## config.mk

```make
export PLATFORM = sky130hd
export DESIGN_NAME = ipu_complex
export DESIGN_NICKNAME = d
export VERILOG_FILES = /design/src/hdl/ipu_pkg.sv /design/src/hdl/ipu_complex.sv /design/src/hdl/ipu_decode.sv /design/src/hdl/ipu_divider.sv /design/src/hdl/ipu_multiplier.sv /design/src/hdl/ipu_result.sv /design/src/hdl/spill_register.sv
export SDC_FILE = /design/constraint.sdc
export NUM_CORES = 2
export LEC_CHECK = 0
export BUFFER_PORTS_ARGS = -buffer_cell sky130_fd_sc_hd__buf_2
export CORE_ASPECT_RATIO = 1.4
export CORE_MARGIN = 4
export CORE_UTILIZATION = 59
export CTS_CLUSTER_DIAMETER = 200
export DETAILED_ROUTE_END_ITERATION = 7
export GPL_ROUTABILITY_DRIVEN = 0
export HOLD_SLACK_MARGIN = 0.05
export PLACE_DENSITY = 0.79
export SYNTH_ARGS = -nofsm -noshare
export SYNTH_HDL_FRONTEND = slang
export SYNTH_SLANG_ARGS = --single-unit
export TNS_END_PERCENT = 1
```

## constraint.sdc

```tcl
create_clock -name clk_i -period 9 [get_ports clk_i]
set_input_delay 1.8 -clock clk_i [delete_from_list [all_inputs] [get_ports clk_i]]
set_output_delay 1.8 -clock clk_i [all_outputs]
set_load 0.1 [all_outputs]
```

## src/hdl/ipu_pkg.sv

```systemverilog
/*
 * Integer processing unit package
 * Instruction word views, unit operation encodings and opcode constants
 */
package ipu_pkg;

  // ------------------------------
  // Instruction word
  // ------------------------------
  typedef struct packed {
    logic [6:0] funct7;
    logic [4:0] rs2;
    logic [4:0] rs1;
    logic [2:0] funct3;
    logic [4:0] rd;
    logic [6:0] opcode;
  } ipu_rtype_t;

  // Raw word for transport, R-type fields for decode
  typedef union packed {
    logic [31:0] raw;
    ipu_rtype_t  rtype;
  } ipu_inst_u;

  // ------------------------------
  // Unit operations
  // ------------------------------
  // Encodings follow funct3 order within each unit
  typedef enum logic [1:0] {
    MulOpMul    = 2'd0,
    MulOpMulh   = 2'd1,
    MulOpMulhsu = 2'd2,
    MulOpMulhu  = 2'd3
  } ipu_mul_op_e;

  typedef enum logic [1:0] {
    DivOpDiv  = 2'd0,
    DivOpDivu = 2'd1,
    DivOpRem  = 2'd2,
    DivOpRemu = 2'd3
  } ipu_div_op_e;

  // Register-register major opcode and M extension funct7
  localparam logic [6:0] OpcodeOp     = 7'b0110011;
  localparam logic [6:0] Funct7MulDiv = 7'b0000001;

endpackage

```

## src/hdl/ipu_complex.sv

```systemverilog
/*
 * IPU complex top
 * Offload request and response spill registers around the integer processing unit
 */
`timescale 1ns/1ns

module ipu_complex import ipu_pkg::*; #(
  parameter int unsigned IdWidth      = 5,
  parameter bit          RegisterReq  = 1'b1,
  parameter bit          RegisterResp = 1'b1
) (
  input  logic               clk_i,
  input  logic               rst_i,
  input  logic [31:0]        acc_qdata_op_i,
  input  logic [31:0]        acc_qdata_arga_i,
  input  logic [31:0]        acc_qdata_argb_i,
  input  logic [IdWidth-1:0] acc_qid_i,
  input  logic               acc_qvalid_i,
  output logic               acc_qready_o,
  output logic [31:0]        acc_pdata_o,
  output logic [IdWidth-1:0] acc_pid_o,
  output logic               acc_perror_o,
  output logic               acc_pvalid_o,
  input  logic               acc_pready_i
);

  localparam int unsigned ReqWidth  = 3 * 32 + IdWidth;
  localparam int unsigned RespWidth = 32 + IdWidth + 1;

  // Request side
  logic [ReqWidth-1:0]  req_q_data;
  logic                 req_q_valid, req_q_ready;
  ipu_inst_u            req_op;
  logic [31:0]          req_arga, req_argb;
  logic [IdWidth-1:0]   req_id;

  // Dispatch to the units
  logic [31:0]          opa, opb;
  logic [IdWidth-1:0]   dec_id;
  logic                 mul_in_valid, mul_in_ready, div_in_valid, div_in_ready;
  ipu_mul_op_e          mul_op;
  ipu_div_op_e          div_op;
  logic                 err_valid, err_ready;

  // Unit results
  logic                 mul_valid, mul_ready, div_valid, div_ready;
  logic [31:0]          mul_data, div_data;
  logic [IdWidth-1:0]   mul_id, div_id;

  // Response side
  logic [RespWidth-1:0] resp_d_data, resp_q_data;
  logic                 resp_d_valid, resp_d_ready;
  logic [31:0]          resp_data;
  logic [IdWidth-1:0]   resp_id;
  logic                 resp_error;

  // ------------------------------
  // Request cut
  // ------------------------------
  spill_register #(
    .Width  ( ReqWidth     ),
    .Bypass ( !RegisterReq )
  ) i_spill_req (
    .clk_i   ( clk_i                                                        ),
    .rst_i   ( rst_i                                                        ),
    .valid_i ( acc_qvalid_i                                                 ),
    .ready_o ( acc_qready_o                                                 ),
    .data_i  ( {acc_qdata_op_i, acc_qdata_arga_i, acc_qdata_argb_i, acc_qid_i} ),
    .valid_o ( req_q_valid                                                  ),
    .ready_i ( req_q_ready                                                  ),
    .data_o  ( req_q_data                                                   )
  );

  assign {req_op.raw, req_arga, req_argb, req_id} = req_q_data;

  // ------------------------------
  // Processing unit
  // ------------------------------
  ipu_decode #(.IdWidth(IdWidth)) i_decode (
    .valid_i     ( req_q_valid  ), .ready_o     ( req_q_ready  ),
    .op_i        ( req_op       ), .arga_i      ( req_arga     ),
    .argb_i      ( req_argb     ), .id_i        ( req_id       ),
    .mul_valid_o ( mul_in_valid ), .mul_ready_i ( mul_in_ready ),
    .mul_op_o    ( mul_op       ), .div_valid_o ( div_in_valid ),
    .div_ready_i ( div_in_ready ), .div_op_o    ( div_op       ),
    .err_valid_o ( err_valid    ), .err_ready_i ( err_ready    ),
    .opa_o       ( opa          ), .opb_o       ( opb          ),
    .id_o        ( dec_id       )
  );

  ipu_multiplier #(.IdWidth(IdWidth)) i_multiplier (
    .clk_i   ( clk_i        ), .rst_i   ( rst_i     ),
    .valid_i ( mul_in_valid ), .ready_o ( mul_in_ready ),
    .op_i    ( mul_op       ), .opa_i   ( opa       ),
    .opb_i   ( opb          ), .id_i    ( dec_id    ),
    .valid_o ( mul_valid    ), .ready_i ( mul_ready ),
    .data_o  ( mul_data     ), .id_o    ( mul_id    )
  );

  ipu_divider #(.IdWidth(IdWidth)) i_divider (
    .clk_i   ( clk_i        ), .rst_i   ( rst_i     ),
    .valid_i ( div_in_valid ), .ready_o ( div_in_ready ),
    .op_i    ( div_op       ), .opa_i   ( opa       ),
    .opb_i   ( opb          ), .id_i    ( dec_id    ),
    .valid_o ( div_valid    ), .ready_i ( div_ready ),
    .data_o  ( div_data     ), .id_o    ( div_id    )
  );

  ipu_result #(.IdWidth(IdWidth)) i_result (
    .div_valid_i ( div_valid    ), .div_ready_o ( div_ready    ),
    .div_data_i  ( div_data     ), .div_id_i    ( div_id       ),
    .mul_valid_i ( mul_valid    ), .mul_ready_o ( mul_ready    ),
    .mul_data_i  ( mul_data     ), .mul_id_i    ( mul_id       ),
    .err_valid_i ( err_valid    ), .err_ready_o ( err_ready    ),
    .err_id_i    ( dec_id       ), .valid_o     ( resp_d_valid ),
    .ready_i     ( resp_d_ready ), .data_o      ( resp_data    ),
    .id_o        ( resp_id      ), .error_o     ( resp_error   )
  );

  // ------------------------------
  // Response cut
  // ------------------------------
  assign resp_d_data = {resp_data, resp_id, resp_error};

  spill_register #(
    .Width  ( RespWidth     ),
    .Bypass ( !RegisterResp )
  ) i_spill_resp (
    .clk_i   ( clk_i        ),
    .rst_i   ( rst_i        ),
    .valid_i ( resp_d_valid ),
    .ready_o ( resp_d_ready ),
    .data_i  ( resp_d_data  ),
    .valid_o ( acc_pvalid_o ),
    .ready_i ( acc_pready_i ),
    .data_o  ( resp_q_data  )
  );

  assign {acc_pdata_o, acc_pid_o, acc_perror_o} = resp_q_data;

endmodule

```

## src/hdl/ipu_decode.sv

```systemverilog
/*
 * IPU decode
 * Classifies the offloaded word and dispatches it to multiplier, divider or error path
 */
`timescale 1ns/1ns

module ipu_decode import ipu_pkg::*; #(
  parameter int unsigned IdWidth = 5
) (
  input  logic               valid_i,
  output logic               ready_o,
  input  ipu_inst_u          op_i,
  input  logic [31:0]        arga_i,
  input  logic [31:0]        argb_i,
  input  logic [IdWidth-1:0] id_i,
  output logic               mul_valid_o,
  input  logic               mul_ready_i,
  output ipu_mul_op_e        mul_op_o,
  output logic               div_valid_o,
  input  logic               div_ready_i,
  output ipu_div_op_e        div_op_o,
  output logic               err_valid_o,
  input  logic               err_ready_i,
  output logic [31:0]        opa_o,
  output logic [31:0]        opb_o,
  output logic [IdWidth-1:0] id_o
);

  logic is_legal;
  logic is_div;

  // Only OP-class words with the M extension funct7 are handled
  assign is_legal = (op_i.rtype.opcode == OpcodeOp) && (op_i.rtype.funct7 == Funct7MulDiv);

  always_comb begin
    is_div   = 1'b0;
    mul_op_o = MulOpMul;
    div_op_o = DivOpDiv;
    unique case (op_i.rtype.funct3)
      3'd0: mul_op_o = MulOpMul;
      3'd1: mul_op_o = MulOpMulh;
      3'd2: mul_op_o = MulOpMulhsu;
      3'd3: mul_op_o = MulOpMulhu;
      3'd4: begin
        is_div   = 1'b1;
        div_op_o = DivOpDiv;
      end
      3'd5: begin
        is_div   = 1'b1;
        div_op_o = DivOpDivu;
      end
      3'd6: begin
        is_div   = 1'b1;
        div_op_o = DivOpRem;
      end
      default: begin
        is_div   = 1'b1;
        div_op_o = DivOpRemu;
      end
    endcase
  end

  // Exactly one target, and the handshake follows that target
  assign mul_valid_o = valid_i && is_legal && !is_div;
  assign div_valid_o = valid_i && is_legal && is_div;
  assign err_valid_o = valid_i && !is_legal;
  assign ready_o     = !is_legal ? err_ready_i : (is_div ? div_ready_i : mul_ready_i);

  // Shared operand bus
  assign opa_o = arga_i;
  assign opb_o = argb_i;
  assign id_o  = id_i;

endmodule

```

## src/hdl/ipu_divider.sv

```systemverilog
/*
 * IPU divider
 * Iterative restoring divider for DIV, DIVU, REM and REMU with RISC-V corner cases
 */
`timescale 1ns/1ns

module ipu_divider import ipu_pkg::*; #(
  parameter int unsigned IdWidth = 5
) (
  input  logic               clk_i,
  input  logic               rst_i,
  input  logic               valid_i,
  output logic               ready_o,
  input  ipu_div_op_e        op_i,
  input  logic [31:0]        opa_i,
  input  logic [31:0]        opb_i,
  input  logic [IdWidth-1:0] id_i,
  output logic               valid_o,
  input  logic               ready_i,
  output logic [31:0]        data_o,
  output logic [IdWidth-1:0] id_o
);

  logic               busy_q, valid_q;
  logic [5:0]         cnt_q;
  ipu_div_op_e        op_q;
  logic [IdWidth-1:0] id_q;
  logic [31:0]        quo_q, dvs_q, rem_q, res_q;
  logic               q_neg_q, r_neg_q, zero_q;
  logic               is_signed, is_rem, neg_a, neg_b;
  logic [32:0]        partial;
  logic [33:0]        diff;
  logic [31:0]        quo_fix, rem_fix;

  assign ready_o   = !busy_q && !valid_q;
  assign is_signed = (op_q == DivOpDiv) || (op_q == DivOpRem);
  assign is_rem    = (op_q == DivOpRem) || (op_q == DivOpRemu);
  assign neg_a     = is_signed && quo_q[31];
  assign neg_b     = is_signed && dvs_q[31];

  // One restoring step, borrow in the top bit
  assign partial = {rem_q, quo_q[31]};
  assign diff    = {1'b0, partial} - {2'b00, dvs_q};

  // Divide by zero forces all ones; MIN / -1 already yields MIN and 0
  assign quo_fix = zero_q ? '1 : (q_neg_q ? -quo_q : quo_q);
  assign rem_fix = r_neg_q ? -rem_q : rem_q;

  always_ff @(posedge clk_i or posedge rst_i) begin
    if (rst_i) begin
      busy_q  <= 1'b0;
      valid_q <= 1'b0;
      cnt_q   <= '0;
    end else if (valid_i && ready_o) begin
      busy_q <= 1'b1;
      cnt_q  <= '0;
    end else if (busy_q) begin
      cnt_q <= cnt_q + 6'd1;
      if (cnt_q == 6'd33) begin
        busy_q  <= 1'b0;
        valid_q <= 1'b1;
      end
    end else if (valid_q && ready_i) begin
      valid_q <= 1'b0;
    end
  end

  always_ff @(posedge clk_i) begin
    if (valid_i && ready_o) begin
      quo_q <= opa_i;
      dvs_q <= opb_i;
      op_q  <= op_i;
      id_q  <= id_i;
    end else if (busy_q) begin
      if (cnt_q == 6'd0) begin
        // Load phase: magnitudes and result signs
        quo_q   <= neg_a ? -quo_q : quo_q;
        dvs_q   <= neg_b ? -dvs_q : dvs_q;
        rem_q   <= '0;
        q_neg_q <= neg_a ^ neg_b;
        r_neg_q <= neg_a;
        zero_q  <= (dvs_q == '0);
      end else if (cnt_q <= 6'd32) begin
        quo_q <= {quo_q[30:0], !diff[33]};
        rem_q <= diff[33] ? partial[31:0] : diff[31:0];
      end else begin
        res_q <= is_rem ? rem_fix : quo_fix;
      end
    end
  end

  assign valid_o = valid_q;
  assign data_o  = res_q;
  assign id_o    = id_q;

endmodule

```

## src/hdl/ipu_multiplier.sv

```systemverilog
/*
 * IPU multiplier
 * Two-stage 33x33 signed multiplier returning the low or high product word
 */
`timescale 1ns/1ns

module ipu_multiplier import ipu_pkg::*; #(
  parameter int unsigned IdWidth = 5
) (
  input  logic               clk_i,
  input  logic               rst_i,
  input  logic               valid_i,
  output logic               ready_o,
  input  ipu_mul_op_e        op_i,
  input  logic [31:0]        opa_i,
  input  logic [31:0]        opb_i,
  input  logic [IdWidth-1:0] id_i,
  output logic               valid_o,
  input  logic               ready_i,
  output logic [31:0]        data_o,
  output logic [IdWidth-1:0] id_o
);

  logic               stall;
  logic               sign_a, sign_b;
  logic               s1_valid_q, s2_valid_q;
  logic [32:0]        s1_opa_q, s1_opb_q;
  logic               s1_high_q, s2_high_q;
  logic [IdWidth-1:0] s1_id_q, s2_id_q;
  logic [65:0]        s2_prod_q;

  // Whole pipe freezes while the result waits
  assign stall   = s2_valid_q && !ready_i;
  assign ready_o = !stall;

  // Extra operand bit carries the sign for signed views, zero otherwise
  assign sign_a = ((op_i == MulOpMulh) || (op_i == MulOpMulhsu)) && opa_i[31];
  assign sign_b = (op_i == MulOpMulh) && opb_i[31];

  always_ff @(posedge clk_i or posedge rst_i) begin
    if (rst_i) begin
      s1_valid_q <= 1'b0;
      s2_valid_q <= 1'b0;
    end else if (!stall) begin
      s1_valid_q <= valid_i;
      s2_valid_q <= s1_valid_q;
    end
  end

  always_ff @(posedge clk_i) begin
    if (!stall) begin
      if (valid_i) begin
        s1_opa_q  <= {sign_a, opa_i};
        s1_opb_q  <= {sign_b, opb_i};
        s1_high_q <= (op_i != MulOpMul);
        s1_id_q   <= id_i;
      end
      if (s1_valid_q) begin
        s2_prod_q <= $signed(s1_opa_q) * $signed(s1_opb_q);
        s2_high_q <= s1_high_q;
        s2_id_q   <= s1_id_q;
      end
    end
  end

  assign valid_o = s2_valid_q;
  assign data_o  = s2_high_q ? s2_prod_q[63:32] : s2_prod_q[31:0];
  assign id_o    = s2_id_q;

endmodule

```

## src/hdl/ipu_result.sv

```systemverilog
/*
 * IPU result merge
 * Fixed-priority merge of divider, multiplier and error responses
 */
`timescale 1ns/1ns

module ipu_result #(
  parameter int unsigned IdWidth = 5
) (
  input  logic               div_valid_i,
  output logic               div_ready_o,
  input  logic [31:0]        div_data_i,
  input  logic [IdWidth-1:0] div_id_i,
  input  logic               mul_valid_i,
  output logic               mul_ready_o,
  input  logic [31:0]        mul_data_i,
  input  logic [IdWidth-1:0] mul_id_i,
  input  logic               err_valid_i,
  output logic               err_ready_o,
  input  logic [IdWidth-1:0] err_id_i,
  output logic               valid_o,
  input  logic               ready_i,
  output logic [31:0]        data_o,
  output logic [IdWidth-1:0] id_o,
  output logic               error_o
);

  // ------------------------------
  // Source selection
  // ------------------------------
  // Divider first, it blocks its unit the longest
  always_comb begin
    valid_o = 1'b0;
    data_o  = '0;
    id_o    = '0;
    error_o = 1'b0;
    if (div_valid_i) begin
      valid_o = 1'b1;
      data_o  = div_data_i;
      id_o    = div_id_i;
    end else if (mul_valid_i) begin
      valid_o = 1'b1;
      data_o  = mul_data_i;
      id_o    = mul_id_i;
    end else if (err_valid_i) begin
      valid_o = 1'b1;
      id_o    = err_id_i;
      error_o = 1'b1;
    end
  end

  // ------------------------------
  // Back-pressure
  // ------------------------------
  // Lower sources stall while a higher one is presenting
  assign div_ready_o = ready_i;
  assign mul_ready_o = ready_i && !div_valid_i;
  assign err_ready_o = ready_i && !div_valid_i && !mul_valid_i;

endmodule

```

## src/hdl/spill_register.sv

```systemverilog
/*
 * Valid/ready spill register
 * Two-entry slice that cuts valid, ready and data paths, or plain wires
 */
`timescale 1ns/1ns

module spill_register #(
  parameter int unsigned Width  = 32,
  parameter bit          Bypass = 1'b0
) (
  input  logic             clk_i,
  input  logic             rst_i,
  input  logic             valid_i,
  output logic             ready_o,
  input  logic [Width-1:0] data_i,
  output logic             valid_o,
  input  logic             ready_i,
  output logic [Width-1:0] data_o
);

  if (Bypass) begin : gen_bypass
    assign valid_o = valid_i;
    assign ready_o = ready_i;
    assign data_o  = data_i;
  end else begin : gen_spill
    logic             a_full_q, b_full_q;
    logic [Width-1:0] a_data_q, b_data_q;
    logic             a_fill, a_drain, b_fill, b_drain;

    // Slot A takes new items, slot B catches A when the output stalls
    assign a_fill  = valid_i && ready_o;
    assign a_drain = a_full_q && !b_full_q;
    assign b_fill  = a_drain && !ready_i;
    assign b_drain = b_full_q && ready_i;

    always_ff @(posedge clk_i or posedge rst_i) begin
      if (rst_i) begin
        a_full_q <= 1'b0;
        b_full_q <= 1'b0;
      end else begin
        if (a_fill || a_drain) begin
          a_full_q <= a_fill;
        end
        if (b_fill || b_drain) begin
          b_full_q <= b_fill;
        end
      end
    end

    always_ff @(posedge clk_i) begin
      if (a_fill) begin
        a_data_q <= data_i;
      end
      if (b_fill) begin
        b_data_q <= a_data_q;
      end
    end

    // Older item sits in B whenever B is occupied
    assign ready_o = !a_full_q || !b_full_q;
    assign valid_o = a_full_q || b_full_q;
    assign data_o  = b_full_q ? b_data_q : a_data_q;
  end

endmodule

```

[After elaboration in Yosys (flattened, before gate mapping)]
Index checks and enable logic that the tools add are counted.
Word-level totals
  bits in registers: 572
  input port bits: 105
  output and inout bits: 40
  logic and storage cells: 165
Cells by class
  add/subtract/negate cells: 5
  $mul: 1
  $lt $le $gt $ge: 1
  eq/ne operators: 15
  multiplexer cells: 39
  bitwise gates (word level): 5
  reduce and logical (&&, ||, !) cells: 69
Operators by type and width (number)
  2-to-1 mux 32 bit: 18
  2-to-1 mux 101 bit: 1
  negator 32 bit: 3
  multiplier 33 x 33 -> 64 bit: 1
  2-to-1 mux 38 bit: 1
  subtractor 33 x 32 -> 34 bit: 1
  logical NOT 32 bit: 1
  logical AND 1 bit: 23
  2-to-1 mux 5 bit: 3
  AND reduction 3 bit: 5
  logical NOT 1 bit: 13
  2-to-1 mux 1 bit: 12
  2-to-1 mux 6 bit: 2
  one-hot mux 2 bit (3 select lines): 2
  nonzero test 2 bit: 6
  logical OR 1 bit: 11
  equality test 3 bit, second input constant: 3
  equality test 7 x 1 -> 1 bit, second input constant: 1
  equality test 7 x 6 -> 1 bit, second input constant: 1
  adder 6 x 1 -> 6 bit, second input constant: 1
  equality test 2 bit, second input constant: 3
  equality test 3 x 2 -> 1 bit, second input constant: 2
  equality test 6 bit, second input constant: 1
  less-or-equal comparator 6 bit, second input constant: 1
  15 further kinds: 19

[Logic depth before layout (Yosys ltp)]
  depth after elaboration: 11
  mapped depth: 28
  gate-level depth less buffers: 26

[Cells and area by module]
A second synthesis with hierarchy kept.
Second synthesis, totals
  cells, all modules: 6075
  area, all modules: 65168.8 um^2
By module, submodules not included
  ipu_multiplier: instances 1, cells an instance 4339, area each 43117.6 um^2, sequential area each 4314.1 um^2
  ipu_divider: instances 1, cells an instance 1128, area each 10371.2 um^2, sequential area each 4344.2 um^2
  spill_register at i_spill_req: instances 1, cells an instance 324, area each 7480.9 um^2, sequential area each 6115.9 um^2
  spill_register at i_spill_resp: instances 1, cells an instance 128, area each 3016.6 um^2, sequential area each 2332.2 um^2
  ipu_decode: instances 1, cells an instance 85, area each 641.9 um^2, sequential area each 0.0 um^2
  ipu_result: instances 1, cells an instance 71, area each 540.5 um^2, sequential area each 0.0 um^2

[Least setup slack after synthesis]
OpenSTA, ideal clock, no wires.
  path type: register to register
  from: register i_spill_req.gen_spill.b_full_q
  to: register i_spill_req.gen_spill.b_data_q[0], enable pin
  setup time: 0.654 ns
  data arrival time: 7.805 ns
  data required time: 8.346 ns
  setup slack: 0.541 ns
  stages on the path, launching flop included: 9
  path buffers: 1
  period minus slack after synthesis: 8.459 ns
  cells stage by stage: dfrtp_1 > clkbuf_1 > nor4bb_1 > nand2_1 > o22ai_1 > nor3_1 > a21oi_1 > o21ai_0 > nor3b_1
Between the ends
  cells in the longest elaborated chain, start to end: 7
  elaborated cells between the ends (all ways): 15
  those cells by class: 5 x eq/ne; 3 x mux; 7 x reduce/logical
RTL lines
  from (decl): RTL line spill_register.sv:26  | logic a_full_q, b_full_q;
  from (signal assigned): RTL line spill_register.sv:45  | b_full_q <= b_fill;
  2-to-1 mux 101 bit: RTL line spill_register.sv:62  | assign data_o = b_full_q ? b_data_q : a_data_q;
  equality test 3 x 1 -> 1 bit (tied with other cells): RTL line ipu_decode.sv:39  | unique case (op_i.rtype.funct3)
  OR reduction 4 bit (no source line)
  2-to-1 mux 1 bit (2 in a row): RTL line ipu_decode.sv:67  | assign ready_o = !is_legal ? err_ready_i : (is_div ? div_ready_i : mul_ready_i);
  logical NOT 1 bit: RTL line spill_register.sv:33  | assign b_fill = a_drain && !ready_i;
  logical AND 1 bit *: RTL line spill_register.sv:33
  via i_spill_req.gen_spill.b_fill: RTL line spill_register.sv:28  | logic a_fill, a_drain, b_fill, b_drain;
  to (signal assigned): RTL line spill_register.sv:55  | b_data_q <= a_data_q;
  to (decl): RTL line spill_register.sv:27  | logic [Width-1:0] a_data_q, b_data_q;
Mark *: on every way through the listed nets, which the timed path passes. The rest lies on a longest branch.
A chain may end at the register's enable or synchronous reset.

[Worst setup path after layout]
  from: register i_multiplier.s1_opa_q[11]
  to: register i_multiplier.s2_prod_q[63] (data pin)
Between the ends
  cells in the longest elaborated chain, start to end: 1
RTL lines
  from (decl): RTL line ipu_multiplier.sv:27  | logic [32:0] s1_opa_q, s1_opb_q;
  from (signal assigned): RTL line ipu_multiplier.sv:53  | s1_opa_q <= {sign_a, opa_i};
  multiplier 33 x 33 -> 64 bit: RTL line ipu_multiplier.sv:59  | s2_prod_q <= $signed(s1_opa_q) * $signed(s1_opb_q);
  to (signal assigned): RTL line ipu_multiplier.sv:59
  to (decl): RTL line ipu_multiplier.sv:30  | logic [65:0] s2_prod_q;
Every way passes these cells.

==> impl_results.md <==
* Synth unique cells at 74
* Critical path's top delay family: adder cells
* CP Cell Sequence: buf_4 -> and2_1 -> fa_1 -> inv_1 -> fa_1 -> inv_1 -> fa_1 -> fa_1 -> fa_1 -> fa_1 -> fa_1 -> inv_1 -> fa_1 -> inv_1 -> ha_1 -> a21oi_1 -> o21ai_0 -> a221oi_1 -> o21bai_1 -> a221oi_1 -> a21oi_1 -> o21ai_0 -> o211ai_1 -> xnor2_1
* P&R area growth vs syn at 6.02%
* Die Width at 283 microns
* Starting Density at 59.7%
* CP Class: reg -> reg
* CP required at 9.29 ns
* Status: complete, no violations
* Maximum VDD drop at 210 uV
* Drt total wl at 156000 microns
* Slew @ Worst Pin at 1.29 ns
* Final setup TNS at 0 ns
* Buf/Inv on CP at 5
* Seq/Total Area, Yosys at 26.0%
* Routed length per placed instance at 21.4 microns
* CTS tree: done
* Antenna-violating nets left at 0
* CTS sink count at 542
* Async S/R FF share, synth at 2.58%
* Full die area at 0.111 sq mm
* Number of max-cap violations at 0
* Clk_skew at 0.0410 ns
* Post-DP HPWL at 127000 microns
* Vias per inst at 5.84
* Slowest stage delay, CP at 1.08 ns
* Number of global-route vias before repair at 46700
* Crit-path slowest cell: edfxtp_1
* Global Route Usage Sum at 29.0%
* Clk buf depth at 3
* LEAKAGE at 0.0302 uW
* Initial antenna violation count at 5
* Num CTS Buffers at 44
* # port buffers at 129
* FP Rows at 140
* Syn Area/Cell at 10.6 sq um
* Global-route wire length before repair at 248000 microns
* Post-CTS sizing at 0
* EDFF count, synth at 528
* Clk slew on worst S/H paths at 0.07 ns
* CP Capture Type: flip-flop
* Number of top-level pins at 145
* Share of cells above drive strength 1 at 8.06%
* Largest net degree at the start of global routing at 73
* Ys Warns at 0
* Worst min path class: reg -> reg
* Syn_nets at 7364
* Final Non-Filler Cells at 7285
* Setup crit start kind: flip-flop
* Crit-path most repeated cell: fa_1
* F_max at 114 MHz
* Most used DFF post-synth: edfxtp_1
* Setup violations, final at 0
* Synth Instances at 5881
* DRT Pass-1 Iters at 6
* Syn Std Cell Area at 0.0624 sq mm
* Die Y at 393 microns
* Number of synthesized register bits at 542
* Worst-Skew Late Latency at 0.58 ns
* Pwr Density at 80.8 mW/mm^2
* Grt ovf at 0
* Drt drc at 0
* Max-slew violations at 0
* Worst path arrival time at 9.05 ns
* Post-Place Cells at 7201
* H-tree depth at 2
* Iteration-0 DRC Markers at 3287
* Total number of vias at 42500
* RSZ-0062 raised after global routing: false
* Critical path peak fanout at 22
* Clk root buf: clkbuf_16
* # nets final at 7383
* Final Hold Fails at 0
* Min Tclk post-route at 8.76 ns
* Tcrit/Tclk final at 97.3%
* Worst slew margin at 13.6%
* Core area at 0.105 sq mm
-- per-layer routing --
metal  up-vias  share of wire (%)  GRT usage [%]
li1      18300                  -              -
met1     21700                 33           32.8
met2      1934                 52           51.7
met3       638                6.5           3.55
met4         0                8.0           18.8
met5         -                  0              0
-- cell usage after synthesis (4+ instances only) --
library cell | n | area share, %
inv_1 | 1158 | 7.0
fa_1 | 1126 | 36
nand2_1 | 709 | 4.3
and2_1 | 562 | 5.6
edfxtp_1 | 528 | 25
clkbuf_1 | 267 | 1.6
ha_1 | 252 | 5.1
o21ai_0 | 131 | 1.1
a21oi_1 | 120 | 0.96
xnor2_1 | 120 | 1.7
mux2_2 | 107 | 1.9
nor2_1 | 106 | 0.64
xor2_1 | 97 | 1.4
a22oi_1 | 52 | 0.63
nor2b_1 | 50 | 0.50
nor3_1 | 48 | 0.39
nand3_1 | 47 | 0.38
mux2i_1 | 41 | 0.66
a21o_1 | 40 | 0.48
nand2b_1 | 24 | 0.24
a211oi_1 | 21 | 0.25
nand4_1 | 18 | 0.18
nor4_1 | 18 | 0.18
a221o_1 | 17 | 0.27
o31ai_1 | 17 | 0.20
or3_1 | 17 | 0.17
and3_1 | 15 | 0.15
dfrtp_1 | 14 | 0.56
a31oi_1 | 13 | 0.13
o21bai_1 | 12 | 0.14
buf_1 | 11 | 0.066
o21a_1 | 11 | 0.13
or2_2 | 10 | 0.10
o211ai_1 | 8 | 0.096
or4_1 | 8 | 0.096
a221oi_1 | 7 | 0.098
nor3b_1 | 7 | 0.084
o41ai_1 | 6 | 0.084
or3_4 | 6 | 0.11
o211a_1 | 5 | 0.080
a211o_1 | 4 | 0.056
buf_2 | 4 | 0.032
-- worst paths after layout --
| check | endpoint | start | depth (start not counted) | slack, ns |
|---|---|---|---|---|
| min in group asynchronous | i_divider.cnt_q[2] | rst_i | 2 | 1.27 |
| min reg2reg | i_multiplier.id_o[4] | i_multiplier.s1_id_q[4] | 0 | 0.42 |
| max reg2reg | i_multiplier.s2_prod_q[63] | i_multiplier.s1_opa_q[11] | 24 | 0.24 |
| max in group asynchronous | i_spill_req.gen_spill.b_full_q | rst_i | 2 | 7.30 |
| min | i_multiplier.id_o[4] | i_multiplier.s1_id_q[4] | 0 | 0.42 |
| max | i_multiplier.s2_prod_q[63] | i_multiplier.s1_opa_q[11] | 24 | 0.24 |
-- cell families after synthesis --
group	Yosys count	share of synthesized area [%]
AO/OA/AOI/OAI	485	4.97
multiplexers	148	2.59
AND/OR/NAND/NOR	1670	13.6
adder cells (fa/ha/maj)	1378	41.2
buffers and inverters	1441	8.68
flip-flops	542	26.0
XOR/XNOR	217	3.05
-- timing repair --
action / in CTS / in global routing
buffers inserted: 0 / 2
hold buffers: 0 / 0
setup endpoints to repair: 0 / 3
-- sequential cells by signal, indices dropped and copies added, names as in the netlist, 33 cells and up --
signal                           cells
i_multiplier.s1_opa_q               33
i_multiplier.s1_opb_q               33
i_multiplier.s2_prod_q              64
i_spill_req.gen_spill.a_data_q      86
i_spill_req.gen_spill.b_data_q      86
i_spill_resp.gen_spill.a_data_q     38
i_spill_resp.gen_spill.b_data_q     38
-- worst register-to-register path, delay by kind of cell, from the launching register on --
kind | cells | cell delay (ns)
simple gates | 1 | 0.18
flops | 1 | 1.08
xor+xnor | 1 | 0.15
buf+inv | 5 | 0.66
compound gates | 8 | 2.20
fa+ha+maj | 9 | 4.23
-- where the power goes --
group	leakage, uW	total [uW]	switching (uW)	internal, uW
Sequential	0.00514	2930	48.6	2880
Combinational	0.0244	505	380	125
Clock	0.000695	1920	902	1010
-- cells in the final DEF (no fill, tap or decap), types with 11 or more instances in the layout --
| cell type | n |
|---|---|
| nor4_1 | 18 |
| buf_2 | 129 |
| nand4_1 | 18 |
| nor2b_1 | 50 |
| clkbuf_16 | 45 |
| mux2_2 | 107 |
| nand3_1 | 47 |
| ha_1 | 252 |
| and2_1 | 560 |
| nor2_1 | 104 |
| mux2i_1 | 41 |
| xnor2_1 | 120 |
| nor3_1 | 48 |
| buf_4 | 121 |
| a21o_1 | 40 |
| o31ai_1 | 17 |
| clkinv_2 | 11 |
| edfxtp_1 | 528 |
| and3_1 | 14 |
| a22oi_1 | 52 |
| or3_1 | 17 |
| a221o_1 | 17 |
| a21oi_1 | 119 |
| dfrtp_1 | 13 |
| o21bai_1 | 12 |
| nand2b_1 | 24 |
| a31oi_1 | 13 |
| a211oi_1 | 21 |
| o21a_1 | 11 |
| fa_1 | 1126 |
| o21ai_0 | 130 |
| nand2_1 | 709 |
| xor2_1 | 97 |
| inv_1 | 1157 |
-- layout make-up --
type,instances,area (sq um)
diodes,3,7.51
clock buffers,48,1140
clock inverters,31,279
fillers,7743,38400
inverters,1158,4350
multi-input cells,3898,40800
flip-flops and latches,542,16200
well taps,1349,1690
repair buffers,256,1670
-- through the flow --
step	utilization, %	hold WS [ns]	setup slack [ns]	total power (uW)	area (sq um)
after floorplan	-	0.400	0.541	3320	62400
after global placement	61.9	0.401	0.500	3470	64700
after detailed placement	61.9	0.406	0.452	3480	64700
after CTS	63.2	0.422	0.396	5360	66100
after global routing	63.2	0.432	0.00769	5490	66100
final	63.3	0.421	0.239	5350	66100
(Power assumes the default switching activity.)
